$ cat config.mk
export PLATFORM = sky130hd
export DESIGN_NAME = ising_core_top
export DESIGN_NICKNAME = d
export VERILOG_FILES = /design/src/rtl/ising_pkg.sv /design/src/rtl/ising_j_mem.sv /design/src/rtl/ising_field_calc.sv /design/src/rtl/ising_spin_engine.sv /design/src/rtl/ising_wb_regs.sv /design/src/rtl/ising_core_top.sv
export SDC_FILE = /design/constraint.sdc
export NUM_CORES = 1
export LEC_CHECK = 0
export BUFFER_PORTS_ARGS = -buffer_cell sky130_fd_sc_hd__buf_2
export CAP_MARGIN = 20
export CORE_AREA = 2 2 180 199
export CTS_BUF_LIST = sky130_fd_sc_hd__clkbuf_8
export DETAILED_ROUTE_END_ITERATION = 8
export DIE_AREA = 0 0 182 201
export GPL_TIMING_DRIVEN = 0
export PLACE_DENSITY = 0.75
export SKIP_CTS_REPAIR_TIMING = 1
export SYNTH_ARGS = -nofsm -noshare
export SYNTH_HDL_FRONTEND = slang
export SYNTH_HIERARCHICAL = 1
export SYNTH_SLANG_ARGS = --single-unit
$ cat constraint.sdc
create_clock -name clk_i -period 6.1 [get_ports clk_i]
set_input_delay 1.22 -clock clk_i [delete_from_list [all_inputs] [get_ports clk_i]]
set_output_delay 1.22 -clock clk_i [all_outputs]
set_load 0.02 [all_outputs]
$ cat src/rtl/ising_pkg.sv
// sizes, register map and address layout shared by the ising core
// fixed at 8 spins, so one J row and the full bias vector each fill one 32-bit word
package ising_pkg;

    localparam int NUM_SPIN        = 8;
    localparam int BIT_J           = 4;    // signed coupling weight
    localparam int BIT_H           = 4;    // signed bias
    localparam int WB_DW           = 32;
    localparam int WB_AW           = 5;    // word address
    localparam int ROW_W           = $clog2(NUM_SPIN);
    localparam int FIELD_W         = 8;    // holds 8 x +-8 plus a bias
    localparam int REG_IDX_W       = 3;
    localparam int SWEEP_W_DEFAULT = 8;

    //////////////////////////////////////////////////
    // register indices
    //////////////////////////////////////////////////
    localparam logic [REG_IDX_W-1:0] REG_CTRL   = 3'd0;   // bit 0 starts a run
    localparam logic [REG_IDX_W-1:0] REG_STATUS = 3'd1;   // bit 0 busy
    localparam logic [REG_IDX_W-1:0] REG_SWEEPS = 3'd2;
    localparam logic [REG_IDX_W-1:0] REG_HBIAS  = 3'd3;   // lane i at bits 4i+3..4i
    localparam logic [REG_IDX_W-1:0] REG_SPIN   = 3'd4;

    //////////////////////////////////////////////////
    // wishbone word address
    //////////////////////////////////////////////////
    // top bit picks the region in both views
    // 0 selects registers, 1 the coupling memory
    typedef union packed {
        struct packed {
            logic                       mem_sel;
            logic [WB_AW-REG_IDX_W-2:0] pad;
            logic [REG_IDX_W-1:0]       idx;
        } reg_view;
        struct packed {
            logic                   mem_sel;
            logic [WB_AW-ROW_W-2:0] pad;
            logic [ROW_W-1:0]       row;
        } mem_view;
    } ising_adr_u;

endpackage

$ cat src/rtl/ising_j_mem.sv
// coupling memory with one WB_DW row per spin and a single synchronous read port
// engine reads always win; the host only gets cycles where eng_ren_i is low
`timescale 1ns/1ps

module ising_j_mem import ising_pkg::*; (
    input  logic             clk_i,
    input  logic             rst_n_i,
    input  logic             eng_ren_i,
    input  logic [ROW_W-1:0] eng_row_i,
    input  logic             host_req_i,
    input  logic             host_we_i,
    input  logic [ROW_W-1:0] host_row_i,
    input  logic [WB_DW-1:0] host_wdata_i,
    output logic [WB_DW-1:0] rdata_o,
    output logic             host_done_o
);

    logic [WB_DW-1:0] mem_q [NUM_SPIN];
    logic [WB_DW-1:0] rdata_q;
    logic [ROW_W-1:0] raddr;
    logic             ren;
    logic             host_gnt;
    logic             done_q;

    // no second grant while the done pulse is out
    assign host_gnt = host_req_i & ~eng_ren_i & ~done_q;

    // request mux
    always_comb begin
        case (eng_ren_i)
            1'b1: begin
                raddr = eng_row_i;
                ren   = 1'b1;
            end
            default: begin
                raddr = host_row_i;
                ren   = host_gnt & ~host_we_i;
            end
        endcase
    end

    always_ff @(posedge clk_i) begin
        if (host_gnt && host_we_i) begin
            mem_q[host_row_i] <= host_wdata_i;
        end
        if (ren) begin
            rdata_q <= mem_q[raddr];
        end
    end

    always_ff @(posedge clk_i or negedge rst_n_i) begin
        if (!rst_n_i) begin
            done_q <= 1'b0;
        end else begin
            done_q <= host_gnt;
        end
    end

    assign rdata_o     = rdata_q;
    assign host_done_o = done_q;

endmodule

$ cat src/rtl/ising_field_calc.sv
// local field of one spin is the sum of J[i][j] * s_j plus h_i with the diagonal included
// spin bit 1 counts as +1 and 0 as -1; result registered one cycle after row_valid_i
`timescale 1ns/1ps

module ising_field_calc import ising_pkg::*; (
    input  logic                      clk_i,
    input  logic                      rst_n_i,
    input  logic                      row_valid_i,
    input  logic [WB_DW-1:0]          row_i,
    input  logic [NUM_SPIN-1:0]       spins_i,
    input  logic signed [BIT_H-1:0]   bias_i,
    output logic                      field_valid_o,
    output logic signed [FIELD_W-1:0] field_o
);

    logic signed [FIELD_W-1:0] lane_ext [NUM_SPIN];
    logic signed [FIELD_W-1:0] prod     [NUM_SPIN];
    logic signed [FIELD_W-1:0] lvl1     [NUM_SPIN/2];
    logic signed [FIELD_W-1:0] lvl2     [NUM_SPIN/4];
    logic signed [FIELD_W-1:0] bias_ext;
    logic signed [FIELD_W-1:0] sum;
    logic                      valid_q;
    logic signed [FIELD_W-1:0] field_q;

    // sign extend each weight, negate where the spin is -1
    always_comb begin
        for (int j = 0; j < NUM_SPIN; j++) begin
            lane_ext[j] = {{(FIELD_W-BIT_J){row_i[j*BIT_J+BIT_J-1]}}, row_i[j*BIT_J +: BIT_J]};
            prod[j]     = spins_i[j] ? lane_ext[j] : -lane_ext[j];
        end
    end

    // adder tree
    always_comb begin
        for (int k = 0; k < NUM_SPIN/2; k++) begin
            lvl1[k] = prod[2*k] + prod[2*k+1];
        end
        for (int k = 0; k < NUM_SPIN/4; k++) begin
            lvl2[k] = lvl1[2*k] + lvl1[2*k+1];
        end
        bias_ext = {{(FIELD_W-BIT_H){bias_i[BIT_H-1]}}, bias_i};
        sum      = lvl2[0] + lvl2[1] + bias_ext;
    end

    always_ff @(posedge clk_i or negedge rst_n_i) begin
        if (!rst_n_i) begin
            valid_q <= 1'b0;
        end else begin
            valid_q <= row_valid_i;
        end
    end

    always_ff @(posedge clk_i) begin
        if (row_valid_i) begin
            field_q <= sum;
        end
    end

    assign field_valid_o = valid_q;
    assign field_o       = field_q;

endmodule

$ cat src/rtl/ising_spin_engine.sv
// sequential sweep engine with read, data and field cycles per spin and 24 cycles a sweep
// start is taken only when idle with a nonzero sweep count and spin loads only when idle
// bias is used live from hbias_i, so it should not change during a run
`timescale 1ns/1ps

module ising_spin_engine import ising_pkg::*; #(
    parameter int SWEEP_W = SWEEP_W_DEFAULT
) (
    input  logic                    clk_i,
    input  logic                    rst_n_i,
    input  logic                    start_i,
    input  logic                    load_i,
    input  logic [NUM_SPIN-1:0]     load_spins_i,
    input  logic [SWEEP_W-1:0]      sweeps_i,
    input  logic [WB_DW-1:0]        hbias_i,
    input  logic [WB_DW-1:0]        rdata_i,
    output logic                    busy_o,
    output logic [NUM_SPIN-1:0]     spins_o,
    output logic                    eng_ren_o,
    output logic [ROW_W-1:0]        eng_row_o,
    output logic                    row_valid_o,
    output logic [NUM_SPIN-1:0]     field_spins_o,
    output logic signed [BIT_H-1:0] field_bias_o
);

    localparam logic [1:0] ST_IDLE  = 2'd0;
    localparam logic [1:0] ST_READ  = 2'd1;
    localparam logic [1:0] ST_DATA  = 2'd2;
    localparam logic [1:0] ST_FIELD = 2'd3;

    logic [1:0]                state_q;
    logic [ROW_W-1:0]          row_q;
    logic [SWEEP_W-1:0]        sweep_left_q;
    logic [NUM_SPIN-1:0]       spins_q;
    logic                      last_row;
    logic                      field_valid;
    logic signed [FIELD_W-1:0] field;

    assign last_row = (row_q == ROW_W'(NUM_SPIN-1));

    //////////////////////////////////////////////////
    // sweep FSM
    //////////////////////////////////////////////////
    always_ff @(posedge clk_i or negedge rst_n_i) begin
        if (!rst_n_i) begin
            state_q      <= ST_IDLE;
            row_q        <= '0;
            sweep_left_q <= '0;
            spins_q      <= '0;
        end else begin
            case (state_q)
                ST_IDLE: begin
                    if (start_i && sweeps_i != '0) begin
                        state_q      <= ST_READ;
                        row_q        <= '0;
                        sweep_left_q <= sweeps_i;
                    end
                    if (load_i) begin
                        spins_q <= load_spins_i;
                    end
                end
                ST_READ:  state_q <= ST_DATA;   // row address out
                ST_DATA:  state_q <= ST_FIELD;  // row word into the adder tree
                ST_FIELD: begin
                    // zero field keeps the spin
                    if (field_valid && field != '0) begin
                        spins_q[row_q] <= ~field[FIELD_W-1];
                    end
                    row_q <= row_q + 1'b1;
                    if (last_row) begin
                        sweep_left_q <= sweep_left_q - 1'b1;
                        state_q      <= (sweep_left_q == SWEEP_W'(1)) ? ST_IDLE : ST_READ;
                    end else begin
                        state_q <= ST_READ;
                    end
                end
                default: state_q <= ST_IDLE;
            endcase
        end
    end

    assign busy_o        = (state_q != ST_IDLE);
    assign spins_o       = spins_q;
    assign eng_ren_o     = (state_q == ST_READ);
    assign eng_row_o     = row_q;
    assign row_valid_o   = (state_q == ST_DATA);
    assign field_spins_o = spins_q;
    assign field_bias_o  = hbias_i[row_q*BIT_H +: BIT_H];

    ising_field_calc i_field_calc (
        .clk_i         (clk_i         ),
        .rst_n_i       (rst_n_i       ),
        .row_valid_i   (row_valid_o   ),
        .row_i         (rdata_i       ),
        .spins_i       (field_spins_o ),
        .bias_i        (field_bias_o  ),
        .field_valid_o (field_valid   ),
        .field_o       (field         )
    );

endmodule

$ cat src/rtl/ising_wb_regs.sv
// wishbone classic slave for the ising core registers and coupling memory
// register accesses ack one cycle after stb; memory accesses ack on host_done_i
// byte selects are not decoded so every write takes the full word
`timescale 1ns/1ps

module ising_wb_regs import ising_pkg::*; #(
    parameter int SWEEP_W = SWEEP_W_DEFAULT
) (
    input  logic                      clk_i,
    input  logic                      rst_n_i,
    // wishbone slave
    input  logic                      wb_cyc_i,
    input  logic                      wb_stb_i,
    input  logic                      wb_we_i,
    input  logic [WB_AW-1:0]          wb_adr_i,
    input  logic [WB_DW-1:0]          wb_dat_i,
    input  logic [WB_DW/8-1:0]        wb_sel_i,   // writes always take the full word
    output logic [WB_DW-1:0]          wb_dat_o,
    output logic                      wb_ack_o,
    // engine side
    input  logic                      busy_i,
    input  logic [NUM_SPIN-1:0]       spins_i,
    output logic                      start_o,
    output logic                      load_o,
    output logic [NUM_SPIN-1:0]       load_spins_o,
    output logic [SWEEP_W-1:0]        sweeps_o,
    output logic [WB_DW-1:0]          hbias_o,
    // coupling memory side
    input  logic                      host_done_i,
    input  logic [WB_DW-1:0]          host_rdata_i,
    output logic                      host_req_o,
    output logic                      host_we_o,
    output logic [ROW_W-1:0]          host_row_o,
    output logic [WB_DW-1:0]          host_wdata_o
);

    ising_adr_u          adr;
    logic                reg_acc;
    logic                mem_acc;
    logic                reg_wr;
    logic                ack_q;
    logic [WB_DW-1:0]    reg_rdata;
    logic [WB_DW-1:0]    rdata_q;
    logic [SWEEP_W-1:0]  sweeps_q;
    logic [WB_DW-1:0]    hbias_q;
    logic                start_q;
    logic                load_q;
    logic [NUM_SPIN-1:0] load_spins_q;
    logic                host_req_q;

    assign adr     = wb_adr_i;
    assign reg_acc = wb_cyc_i & wb_stb_i & ~adr.reg_view.mem_sel;
    assign mem_acc = wb_cyc_i & wb_stb_i & adr.mem_view.mem_sel;
    assign reg_wr  = reg_acc & wb_we_i & ~ack_q;   // first cycle of the access

    //////////////////////////////////////////////////
    // register file and pulses
    //////////////////////////////////////////////////
    always_ff @(posedge clk_i or negedge rst_n_i) begin
        if (!rst_n_i) begin
            ack_q      <= 1'b0;
            start_q    <= 1'b0;
            load_q     <= 1'b0;
            sweeps_q   <= '0;
            hbias_q    <= '0;
            host_req_q <= 1'b0;
        end else begin
            ack_q   <= reg_acc & ~ack_q;
            start_q <= reg_wr && (adr.reg_view.idx == REG_CTRL) && wb_dat_i[0];
            load_q  <= reg_wr && (adr.reg_view.idx == REG_SPIN);
            if (reg_wr && adr.reg_view.idx == REG_SWEEPS) begin
                sweeps_q <= wb_dat_i[SWEEP_W-1:0];
            end
            if (reg_wr && adr.reg_view.idx == REG_HBIAS) begin
                hbias_q <= wb_dat_i;
            end
            // held until the memory reports completion
            if (host_done_i) begin
                host_req_q <= 1'b0;
            end else if (mem_acc) begin
                host_req_q <= 1'b1;
            end
        end
    end

    always_ff @(posedge clk_i) begin
        if (reg_acc && !ack_q) begin
            rdata_q <= reg_rdata;
        end
        if (reg_wr && adr.reg_view.idx == REG_SPIN) begin
            load_spins_q <= wb_dat_i[NUM_SPIN-1:0];
        end
    end

    // ctrl and unmapped indices read zero
    always_comb begin
        reg_rdata = '0;
        case (adr.reg_view.idx)
            REG_STATUS: reg_rdata[0]            = busy_i;
            REG_SWEEPS: reg_rdata[SWEEP_W-1:0]  = sweeps_q;
            REG_HBIAS:  reg_rdata               = hbias_q;
            REG_SPIN:   reg_rdata[NUM_SPIN-1:0] = spins_i;
            default:    reg_rdata               = '0;
        endcase
    end

    //////////////////////////////////////////////////
    // bus outputs
    //////////////////////////////////////////////////
    assign wb_ack_o = ack_q | host_done_i;
    assign wb_dat_o = host_done_i ? host_rdata_i : rdata_q;

    assign start_o      = start_q;
    assign load_o       = load_q;
    assign load_spins_o = load_spins_q;
    assign sweeps_o     = sweeps_q;
    assign hbias_o      = hbias_q;

    assign host_req_o   = host_req_q;
    assign host_we_o    = wb_we_i;   // master holds these until ack
    assign host_row_o   = adr.mem_view.row;
    assign host_wdata_o = wb_dat_i;

endmodule

$ cat src/rtl/ising_core_top.sv
// ising machine core with wishbone registers, coupling memory and sweep engine
// wb_sel_i is not decoded; wishbone err and retry are not provided
`timescale 1ns/1ps

module ising_core_top import ising_pkg::*; #(
    parameter int SWEEP_W = SWEEP_W_DEFAULT
) (
    input  logic               clk_i,
    input  logic               rst_n_i,
    input  logic               wb_cyc_i,
    input  logic               wb_stb_i,
    input  logic               wb_we_i,
    input  logic [WB_AW-1:0]   wb_adr_i,
    input  logic [WB_DW-1:0]   wb_dat_i,
    input  logic [WB_DW/8-1:0] wb_sel_i,
    output logic [WB_DW-1:0]   wb_dat_o,
    output logic               wb_ack_o
);

    logic                busy;
    logic [NUM_SPIN-1:0] spins;
    logic                start;
    logic                load;
    logic [NUM_SPIN-1:0] load_spins;
    logic [SWEEP_W-1:0]  sweeps;
    logic [WB_DW-1:0]    hbias;
    logic                host_req;
    logic                host_we;
    logic [ROW_W-1:0]    host_row;
    logic [WB_DW-1:0]    host_wdata;
    logic                host_done;
    logic [WB_DW-1:0]    j_rdata;
    logic                eng_ren;
    logic [ROW_W-1:0]    eng_row;

    //////////////////////////////////////////////////
    // host registers
    //////////////////////////////////////////////////
    ising_wb_regs #(
        .SWEEP_W (SWEEP_W)
    ) i_wb_regs (
        .clk_i        (clk_i      ),
        .rst_n_i      (rst_n_i    ),
        .wb_cyc_i     (wb_cyc_i   ),
        .wb_stb_i     (wb_stb_i   ),
        .wb_we_i      (wb_we_i    ),
        .wb_adr_i     (wb_adr_i   ),
        .wb_dat_i     (wb_dat_i   ),
        .wb_sel_i     (wb_sel_i   ),
        .wb_dat_o     (wb_dat_o   ),
        .wb_ack_o     (wb_ack_o   ),
        .busy_i       (busy       ),
        .spins_i      (spins      ),
        .start_o      (start      ),
        .load_o       (load       ),
        .load_spins_o (load_spins ),
        .sweeps_o     (sweeps     ),
        .hbias_o      (hbias      ),
        .host_done_i  (host_done  ),
        .host_rdata_i (j_rdata    ),
        .host_req_o   (host_req   ),
        .host_we_o    (host_we    ),
        .host_row_o   (host_row   ),
        .host_wdata_o (host_wdata )
    );

    //////////////////////////////////////////////////
    // coupling memory and engine
    //////////////////////////////////////////////////
    ising_j_mem i_j_mem (
        .clk_i        (clk_i      ),
        .rst_n_i      (rst_n_i    ),
        .eng_ren_i    (eng_ren    ),
        .eng_row_i    (eng_row    ),
        .host_req_i   (host_req   ),
        .host_we_i    (host_we    ),
        .host_row_i   (host_row   ),
        .host_wdata_i (host_wdata ),
        .rdata_o      (j_rdata    ),
        .host_done_o  (host_done  )
    );

    ising_spin_engine #(
        .SWEEP_W (SWEEP_W)
    ) i_spin_engine (
        .clk_i         (clk_i      ),
        .rst_n_i       (rst_n_i    ),
        .start_i       (start      ),
        .load_i        (load       ),
        .load_spins_i  (load_spins ),
        .sweeps_i      (sweeps     ),
        .hbias_i       (hbias      ),
        .rdata_i       (j_rdata    ),
        .busy_o        (busy       ),
        .spins_o       (spins      ),
        .eng_ren_o     (eng_ren    ),
        .eng_row_o     (eng_row    ),
        .row_valid_o   (           ),
        .field_spins_o (           ),
        .field_bias_o  (           )
    );

endmodule

### Word level (Yosys, flattened, before mapping)

Memories as Yosys holds them, arrays and structs flattened. A register that Yosys moved wholly into a read port is not among the register bits.
Cells that the tools add are included.

* $lt $le $gt $ge: 2
* mux-type cells: 32
* eq/ne operators: 13
* bitwise logic cells: 16
* reduce and logical (&&, ||, !) cells: 21
* shift operators: 1
* add/sub/neg operators: 18

Operators by type and width (count)
* $mux W8: 12
* $neg A4 Y8: 8
* $add A8 B8 Y8: 7
* $mux W32: 1
* $pmux W8 S2: 2
* $shiftx A32 B6 Y4: 1
* $pmux W7 S3: 1
* $reduce_bool A8 Y1: 2
* $logic_and A1 B1 Y1: 10
* $and A1 B1 Y1: 9
* $add A8 B4 Y8: 1
* $bwmux W8: 1
* $eq A8 B1 Y1 const B: 1
* $pmux W2 S4: 1
* $sub A8 B1 Y8 const B: 1
* $mux W1: 7
* $eq A3 B2 Y1 const B: 2
* $eq A3 B3 Y1 const B: 2
* $mux W3: 2
* $ne A2 B1 Y1 const B: 3
* $not A1 Y1: 6
* $pmux W3 S2: 1
* $reduce_and A3 Y1: 2
* $reduce_bool A2 Y1: 3
* other kinds (15): 17

* bits of input ports: 46
* memories: 1
* RAM bits: 256
* register bits after elaboration: 115
* logic and storage cells: 120
* output and inout port bits: 33

Memories
* i_j_mem.mem_q: words 8, width 32, rd ports 1, clocked after Yosys merged registers in 1, wr ports 1, RTL line ising_j_mem.sv:18 `logic [WB_DW-1:0] mem_q [NUM_SPIN];`

### Longest topological paths before layout

Gate-level depths: netlist (run 1).

* depth after elaboration: 7
* depth in mapped cells: 20
* depth with buffers taken out: 18

### Modules after synthesis

Netlist (run 1), hierarchy kept.

Modules (own cells, without submodules)
* ising_j_mem: times used 1, cells each 887, area an instance 11685.0 µm², sequential area each 8673.3 µm²
* ising_wb_regs: times used 1, cells each 268, area an instance 3870.0 µm², sequential area each 2302.2 µm²
* ising_field_calc: times used 1, cells each 273, area an instance 2567.5 µm², sequential area each 265.3 µm²
* ising_spin_engine: times used 1, cells each 191, area an instance 1690.4 µm², sequential area each 525.5 µm²

### Worst setup path before layout (run 1)

No wires, ideal clock.

* kind: register to register
* start: register i_spin_engine.row_q[0], in the netlist i_spin_engine/eng_row_o[0]
* end: register i_spin_engine.i_field_calc.field_q[7], in the netlist i_spin_engine/i_field_calc/field_o[7], data pin
* arrival: 5.324 ns
* cell stages (with the launch flop): 18
* path slack: 0.509 ns
* library setup time: 0.268 ns
* clock period less this slack: 5.591 ns
* path buffers: 2
* data required time: 5.832 ns
* cells stage by stage: dfrtp_1 -> clkbuf_1 -> clkbuf_1 -> mux2_2 -> a22o_1 -> nand2_1 -> o221ai_1 -> fa_1 -> fa_1 -> fa_1 -> inv_1 -> fa_1 -> inv_1 -> ha_1 -> a21o_1 -> a21oi_1 -> o21ai_0 -> xnor3_1

* longest elaborated chain between the ends: 2

Ends and longest elaborated chain
* from (decl): RTL line ising_spin_engine.sv:32 `logic [ROW_W-1:0] row_q;`
* from (signal assigned): RTL line ising_spin_engine.sv:69 `row_q <= row_q + 1'b1;`
* $shiftx A32 B6 Y4: RTL line ising_spin_engine.sv:88 `assign field_bias_o = hbias_i[row_q*BIT_H +: BIT_H];`
* net i_spin_engine.field_bias_o[3]: RTL line ising_spin_engine.sv:23 `output logic signed [BIT_H-1:0] field_bias_o`
* $add A8 B4 Y8: RTL line ising_field_calc.sv:42 `sum = lvl2[0] + lvl2[1] + bias_ext;`
* net i_spin_engine.i_field_calc.sum[7]: RTL line ising_field_calc.sv:21 `logic signed [FIELD_W-1:0] sum;`
* to (signal assigned): RTL line ising_field_calc.sv:55 `field_q <= sum;`
* to (decl): RTL line ising_field_calc.sv:23 `logic signed [FIELD_W-1:0] field_q;`

The timed path passes the listed nets, and every way through them passes these cells.
A chain may end at the register's enable or synchronous reset.

### Worst setup path in the final report (run 1)

Same ends and word-level chain as after synthesis.

==> impl_metrics.csv, run 1 <==
group,metric,value,unit
status,status,"completed",
global_routing,busiest_layer,"met2",
timing,finClkSkew,0.0269,ns
synth,syn-num-nets,1742,
die,core_area,34800,um^2
clock_network,clock_sinks,403,
hold_path,min_path_type,"reg -> reg",
synth,synth_area_per_cell,12.2,um^2
timing,setup_violations,0,
synth,seq_area_frac_synth,59.4,%
die,start_util,57.0,%
final_layout,ff_latch_area,11800,um^2
synth,synth_edf_count,336,
timing,period_share,94.2,%
synth,syn_inst,1619,
global_routing,use_met1,35.5,%
detailed_routing,drc,0,
synth,synth-seq-cells,403,
global_routing,antenna_found_initial,2,
timing,fin_crit,5.75,ns
timing,tightest_slew,0.960,ns
synth,synth_top_family_by_area,"compound AO/OA/AOI/OAI gates",
die,die_x,182,um
detailed_routing,routed_wl,52000,um
timing,final_max_slew_viol_count,0,
critical_path,endpoint_kind,"register",
clock_network,cts_buffers,66,
synth,synth-adder-area-share,6.53,%
placed_design,dp_hpwl,37200,um
clock_network,clock_path_buffers,3,
global_routing,grt_use_total,28.5,%
die,pin_count,79,
placed_design,pre_cts_ws,-0.559,ns
synth,synth.area.top_cells,"edfxtp_1 51%, dfrtp_1 8.5%, mux2_2 4.5%, fa_1 4.4%, nand2_1 3.7%",
final_layout,fill_cells,2607,
synth,async_flop_share,16.6,%
timing,hold_viol,0,
placed_design,gp_congestion,0.895,
clock_network,cts_root_buf,"clkbuf_8",
synth,yosysMostFrequentCell,"edfxtp_1",
synth,yosys.area_share.simple,10.5,%
synth,ys_warn_count,6,
final_layout,multi_input_area,7020,um^2
global_routing,grt_pass1_wl,78100,um
synth,synth_top_area_share,50.9,%
die,die-area,36600,um^2
die,rows,72,
timing,layout_setup_ws,0.355,ns
clock_network,insertion_delay,0.59,ns
detailed_routing,wl_per_cell,23.0,um
global_routing,gr-usage-met2,49.3,%
critical_path,required,6.43,ns
global_routing,grt_max_degree,68,
detailed_routing,avgViaCountPerCell,6.04,
timing,fmax,174,MHz
clock_network,cts_tree,"built",
final_layout,syn2layout_area_growth,12.4,%
critical_path,path_class,"reg -> reg",
detailed_routing,drtAntennaViolNets,0,
synth,synth-xor-area-share,1.22,%
detailed_routing,num_vias,13700,
die,die_y,201,um
synth,synthFlopType,"edfxtp_1",
global_routing,grtUsageMet3,5.35,%
run,maxCapViolations,0,
timing,maxSlewHeadroom,35.5,%
synth,synth_common_cells,"336 x edfxtp_1, 195 x nand2_1, 160 x nor2_1, 91 x a21oi_1, 88 x o21ai_0",
detailed_routing,drt_iter0_drc,1388,
placed_design,numPortBuffers,73,
timing,hold_slack,0.448,ns
clock_network,cts-htree-levels,3,
clock_network,clk_pin_slew,0.07,ns
synth,yosys.area.top_type,"edfxtp_1",
synth,netlist-cell-type-count,65,
global_routing,grt_overflow_total,0,
detailed_routing,firstDrtPassIters,6,
synth,syn-cell-area,19800,um^2
critical_path,arrival,6.08,ns
synth,synth_compound_area_share,10.7,%
critical_path,cp_max_fo,10,
final_layout,nets,1898,
final_layout,drive_gt1_share,20.0,%
global_routing,grt_pass1_vias,13500,
synth,synth_mux_area_share,6.18,%
critical_path,critPathLaunchType,"register",
## logic make-up (layout without fill, tap and decap cells)
group,Yosys count,count (layout)
AO/OA/AOI/OAI,319,319
XOR/XNOR,26,26
adder cells (fa/ha/maj),77,77
buffers and inverters,218,419
flip-flops,403,403
multiplexers,105,105
other,0,1
AND/OR/NAND/NOR,471,471
## cells in the final DEF, fill, tap and decap left out, types with 44 or more instances in the layout
cell type / instances
nor2_1: 154
inv_1: 110
buf_4: 53
o21ai_0: 88
nand2_1: 195
edfxtp_1: 336
buf_2: 101
a21oi_1: 91
dfrtp_1: 67
clkbuf_8: 70
mux2_2: 79
fa_1: 44
## sequential cells by signal, summed over array words and instances, names as in the netlist
| register | flops |
|---|---|
| i_spin_engine/field_spins_o | 8 |
| i_wb_regs/start_o | 1 |
| i_wb_regs/hbias_o | 32 |
| i_spin_engine/sweep_left_q | 8 |
| i_wb_regs/ack_q | 1 |
| i_j_mem/rdata_o | 32 |
| i_spin_engine/state_q | 2 |
| i_wb_regs/load_spins_o | 8 |
| i_wb_regs/host_req_o | 1 |
| i_spin_engine/i_field_calc/field_valid_o | 1 |
| i_wb_regs/rdata_q | 32 |
| i_wb_regs/sweeps_o | 8 |
| i_spin_engine/eng_row_o | 3 |
| i_wb_regs/load_o | 1 |
| i_spin_engine/i_field_calc/field_o | 8 |
| i_j_mem/host_done_o | 1 |
| i_j_mem/mem_q | 256 |
## path summary, 6_finish.rpt
check                                           start                                     to  slack, ns  cells past startpoint
setup / recovery           i_spin_engine/eng_row_o[0]  i_spin_engine/i_field_calc/field_o[7]       0.35                     17
hold / removal              i_wb_regs/load_spins_o[0]         i_spin_engine/field_spins_o[0]       0.45                      2
setup reg to reg           i_spin_engine/eng_row_o[0]  i_spin_engine/i_field_calc/field_o[7]       0.35                     17
hold reg to reg             i_wb_regs/load_spins_o[0]         i_spin_engine/field_spins_o[0]       0.45                      2
max in group asynchronous                     rst_n_i                  i_wb_regs/hbias_o[21]       4.76                      1
min in group asynchronous                     rst_n_i          i_spin_engine/sweep_left_q[6]       0.74                      1
## critical path, cell delays in order (launching register included)
cell and delay, ns:
dfrtp_1 0.45, clkbuf_2 0.29, clkbuf_2 0.34, mux2_2 0.39
a22o_1 0.23, nand2_1 0.10, o221ai_4 0.20, fa_1 0.57
fa_1 0.52, fa_1 0.54, inv_1 0.06, fa_1 0.59
inv_1 0.06, ha_1 0.28, a21o_1 0.15, a21oi_1 0.24
o21ai_0 0.13, xnor3_1 0.36
## per-layer routing
layer / vias up / part of all wire [%]
met5: - / 0.023
met4: 2 / 4.2
met3: 146 / 8.9
met2: 708 / 50
met1: 6733 / 37
li1: 6082 / -
## cell type report
class / count / area share (%)
Antenna cell: 1 / 0.0112
Tap cell: 444 / 2.50
Multi-Input combinational cell: 998 / 31.5
Inverter: 86 / 1.45
Clock buffer: 70 / 4.33
Buffer: 132 / 3.52
Clock inverter: 43 / 1.03
Sequential cell: 403 / 52.9
Timing Repair Buffer: 88 / 2.79
## through the flow
step                      setup TNS [ns]  cell area (um^2)  util [%]  instances
final                                  0             22300      64.0       2265
after global routing             -0.0102             22300      64.0       2265
after CTS                         -0.841             22200      63.9       2263
after detailed placement          -0.836             21000      60.5       2150
after global placement            -72.91             20700      59.6       2136
after floorplan                        0             19800         -       1619
Power of run 1 is left out: the tool's default activity adds up to more than one toggle a clock period on the data nets, which glitch-free logic cannot reach.
==> run 2, diff against run 1 <==
CELL_PAD_IN_SITES_DETAIL_PLACEMENT = 1   (was default)
CELL_PAD_IN_SITES_GLOBAL_PLACEMENT = 2   (was default)
CORE_AREA = 2 2 204 226   (was 2 2 180 199)
DIE_AREA = 0 0 206 228   (was 0 0 182 201)
PLACE_DENSITY = default   (was 0.75)
PLACE_DENSITY_LB_ADDON = 0.1   (was default)
REMOVE_ABC_BUFFERS = 1   (was default)
==> run 2 against run 1 <==
Against the previous run: die area is 28% higher; critical path depth is 2 lower; register-to-register slack better by 0.02 ns; first-iteration DRC count is 35% lower; sequential share of layout area is 0.31 points higher; largest cell class unchanged; fmax is 0.38% higher.
==> impl_metrics.csv, run 2 (synthesis results as in run 1) <==
group,metric,value,unit
timing,hold_slack,0.440,ns
detailed_routing,routed_wl,60500,um
final_layout,design_area,22100,um^2
detailed_routing,avgViaCountPerCell,5.74,
critical_path,path_class,"reg -> reg",
placed_design,placed_area,20800,um^2
global_routing,antenna_found_initial,0,
final_layout,largest_reg_flops,256,
clock_network,cts_tree,"built",
critical_path,worst-path-buf-inv,2,
timing,finClkSkew,0.0343,ns
final_layout,ff_latch_area,11800,um^2
placed_design,dp.cells,2178,
clock_network,cts_buffers,71,
final_layout,antenna_cells,0,
placed_design,dp_hpwl,40200,um
critical_path,required,6.46,ns
die,pin_count,79,
timing,final_max_slew_viol_count,0,
final_layout,final_cell_mix,"336 x edfxtp_1, 194 x nand2_1, 153 x nor2_1",
critical_path,cp_max_fo,31,
die,die_x,206,um
critical_path,arrival,6.09,ns
detailed_routing,firstDrtPassIters,6,
clock_network,clock_path_buffers,3,
global_routing,grt_use_total,26.1,%
die,die_y,228,um
timing,period_share,93.8,%
clock_network,clock_sinks,403,
final_layout,syn2layout_area_growth,11.7,%
timing,fin_crit,5.72,ns
critical_path,critPathLaunchType,"register",
critical_path,critPathMaxStageDelay,0.84,ns
timing,tightest_slew,1.12,ns
clock_network,insertion_delay,0.64,ns
clock_network,cts-htree-levels,3,
die,rows,82,
global_routing,grt_pass1_wl,88800,um
critical_path,critPathSlowestCell,"dfrtp_4",
critical_path,worstPathCellList,"mux2_2 -> a22o_1 -> nand2_1 -> o221ai_2 -> fa_1 -> fa_1 -> fa_1 -> inv_1 -> fa_1 -> inv_1 -> ha_1 -> a21o_1 -> a21oi_1 -> o21ai_0 -> xnor3_1",
final_layout,final_core_util,49.3,%
final_layout,multi_input_area,7040,um^2
placed_design,gp_congestion,0.797,
global_routing,grt_overflow_total,0,
detailed_routing,wl_per_cell,26.2,um
hold_path,min_path_type,"reg -> reg",
clock_network,cts_root_buf,"clkbuf_8",
detailed_routing,drt_iter0_drc,909,
timing,hold_viol,0,
timing,fmax,175,MHz
timing,setup_violations,0,
detailed_routing,drc,0,
critical_path,endpoint_kind,"register",
clock_network,clk_pin_slew,0.06,ns
die,start_util,44.1,%
detailed_routing,drtAntennaViolNets,0,
global_routing,grt_pass1_vias,14200,
detailed_routing,num_vias,13200,
placed_design,numPortBuffers,73,
timing,rsz0062_at_grt,"no",
critical_path,cp_top_family,"adder cells",
final_layout,nets,1789,
final_layout,top_register,"i_j_mem/mem_q",
die,core_area,44900,um^2
status,status,"completed",
critical_path,crit_top_cell,"fa_1",
die,die-area,47000,um^2
final_layout,fill_cells,4649,
run,maxCapViolations,0,
final_layout,instances_no_fill,2306,
timing,maxSlewHeadroom,25.5,%
global_routing,grt_max_degree,60,
final_layout,drive_gt1_share,17.9,%
final_layout,mostFrequentLayoutCell,"edfxtp_1",
run 2: final cells by class:
class | instances | share of cell area (%)
flip-flops and latches | 403 | 53.2
multi-input cells | 998 | 31.8
clock inverters | 49 | 1.04
well taps | 588 | 3.32
clock buffers | 76 | 4.72
repair buffers | 106 | 4.50
inverters | 86 | 1.46
run 2: worst reg2reg max path: cells and delay by family (launching register included):
family / cells / cell delay [ns]
xor gates and xnor gates: 1 / 0.39
buffers and inverters: 2 / 0.11
muxes: 1 / 0.53
adders and majority gates: 5 / 2.53
DFF: 1 / 0.84
AOI/OAI and AO/OA: 5 / 0.99
and+or+nand+nor: 1 / 0.08
run 2: stage by stage:
step	worst slack (ns)	TNS, ns
final	0.376	0
after global routing	0.111	0
after CTS	-0.141	-0.141
after detailed placement	-0.135	-0.135
after global placement	-3.07	-327.76
after floorplan	0.107	0
run 2: path summary, 6_finish.rpt:
kind / from / cells past startpoint / slack, ns / end
worst max-delay path: i_spin_engine/eng_row_o[0] / 15 / 0.38 / i_spin_engine/i_field_calc/field_o[7]
worst min-delay path: i_wb_regs/load_spins_o[0] / 2 / 0.44 / i_spin_engine/field_spins_o[0]
worst max register to register: i_spin_engine/eng_row_o[0] / 15 / 0.38 / i_spin_engine/i_field_calc/field_o[7]
worst min register to register: i_wb_regs/load_spins_o[0] / 2 / 0.44 / i_spin_engine/field_spins_o[0]
max in group asynchronous: rst_n_i / 2 / 4.93 / i_wb_regs/hbias_o[13]
min in group asynchronous: rst_n_i / 1 / 0.53 / i_j_mem/host_done_o
run 2: routing by layer:
layer	GRT usage, %	wire, um	up-vias
met5	0	0	-
met4	12.7	2730	0
met3	3.69	2620	133
met2	43.4	29800	371
met1	33.6	25300	6873
li1	-	-	5862
Power of run 2 is left out for the same reason.
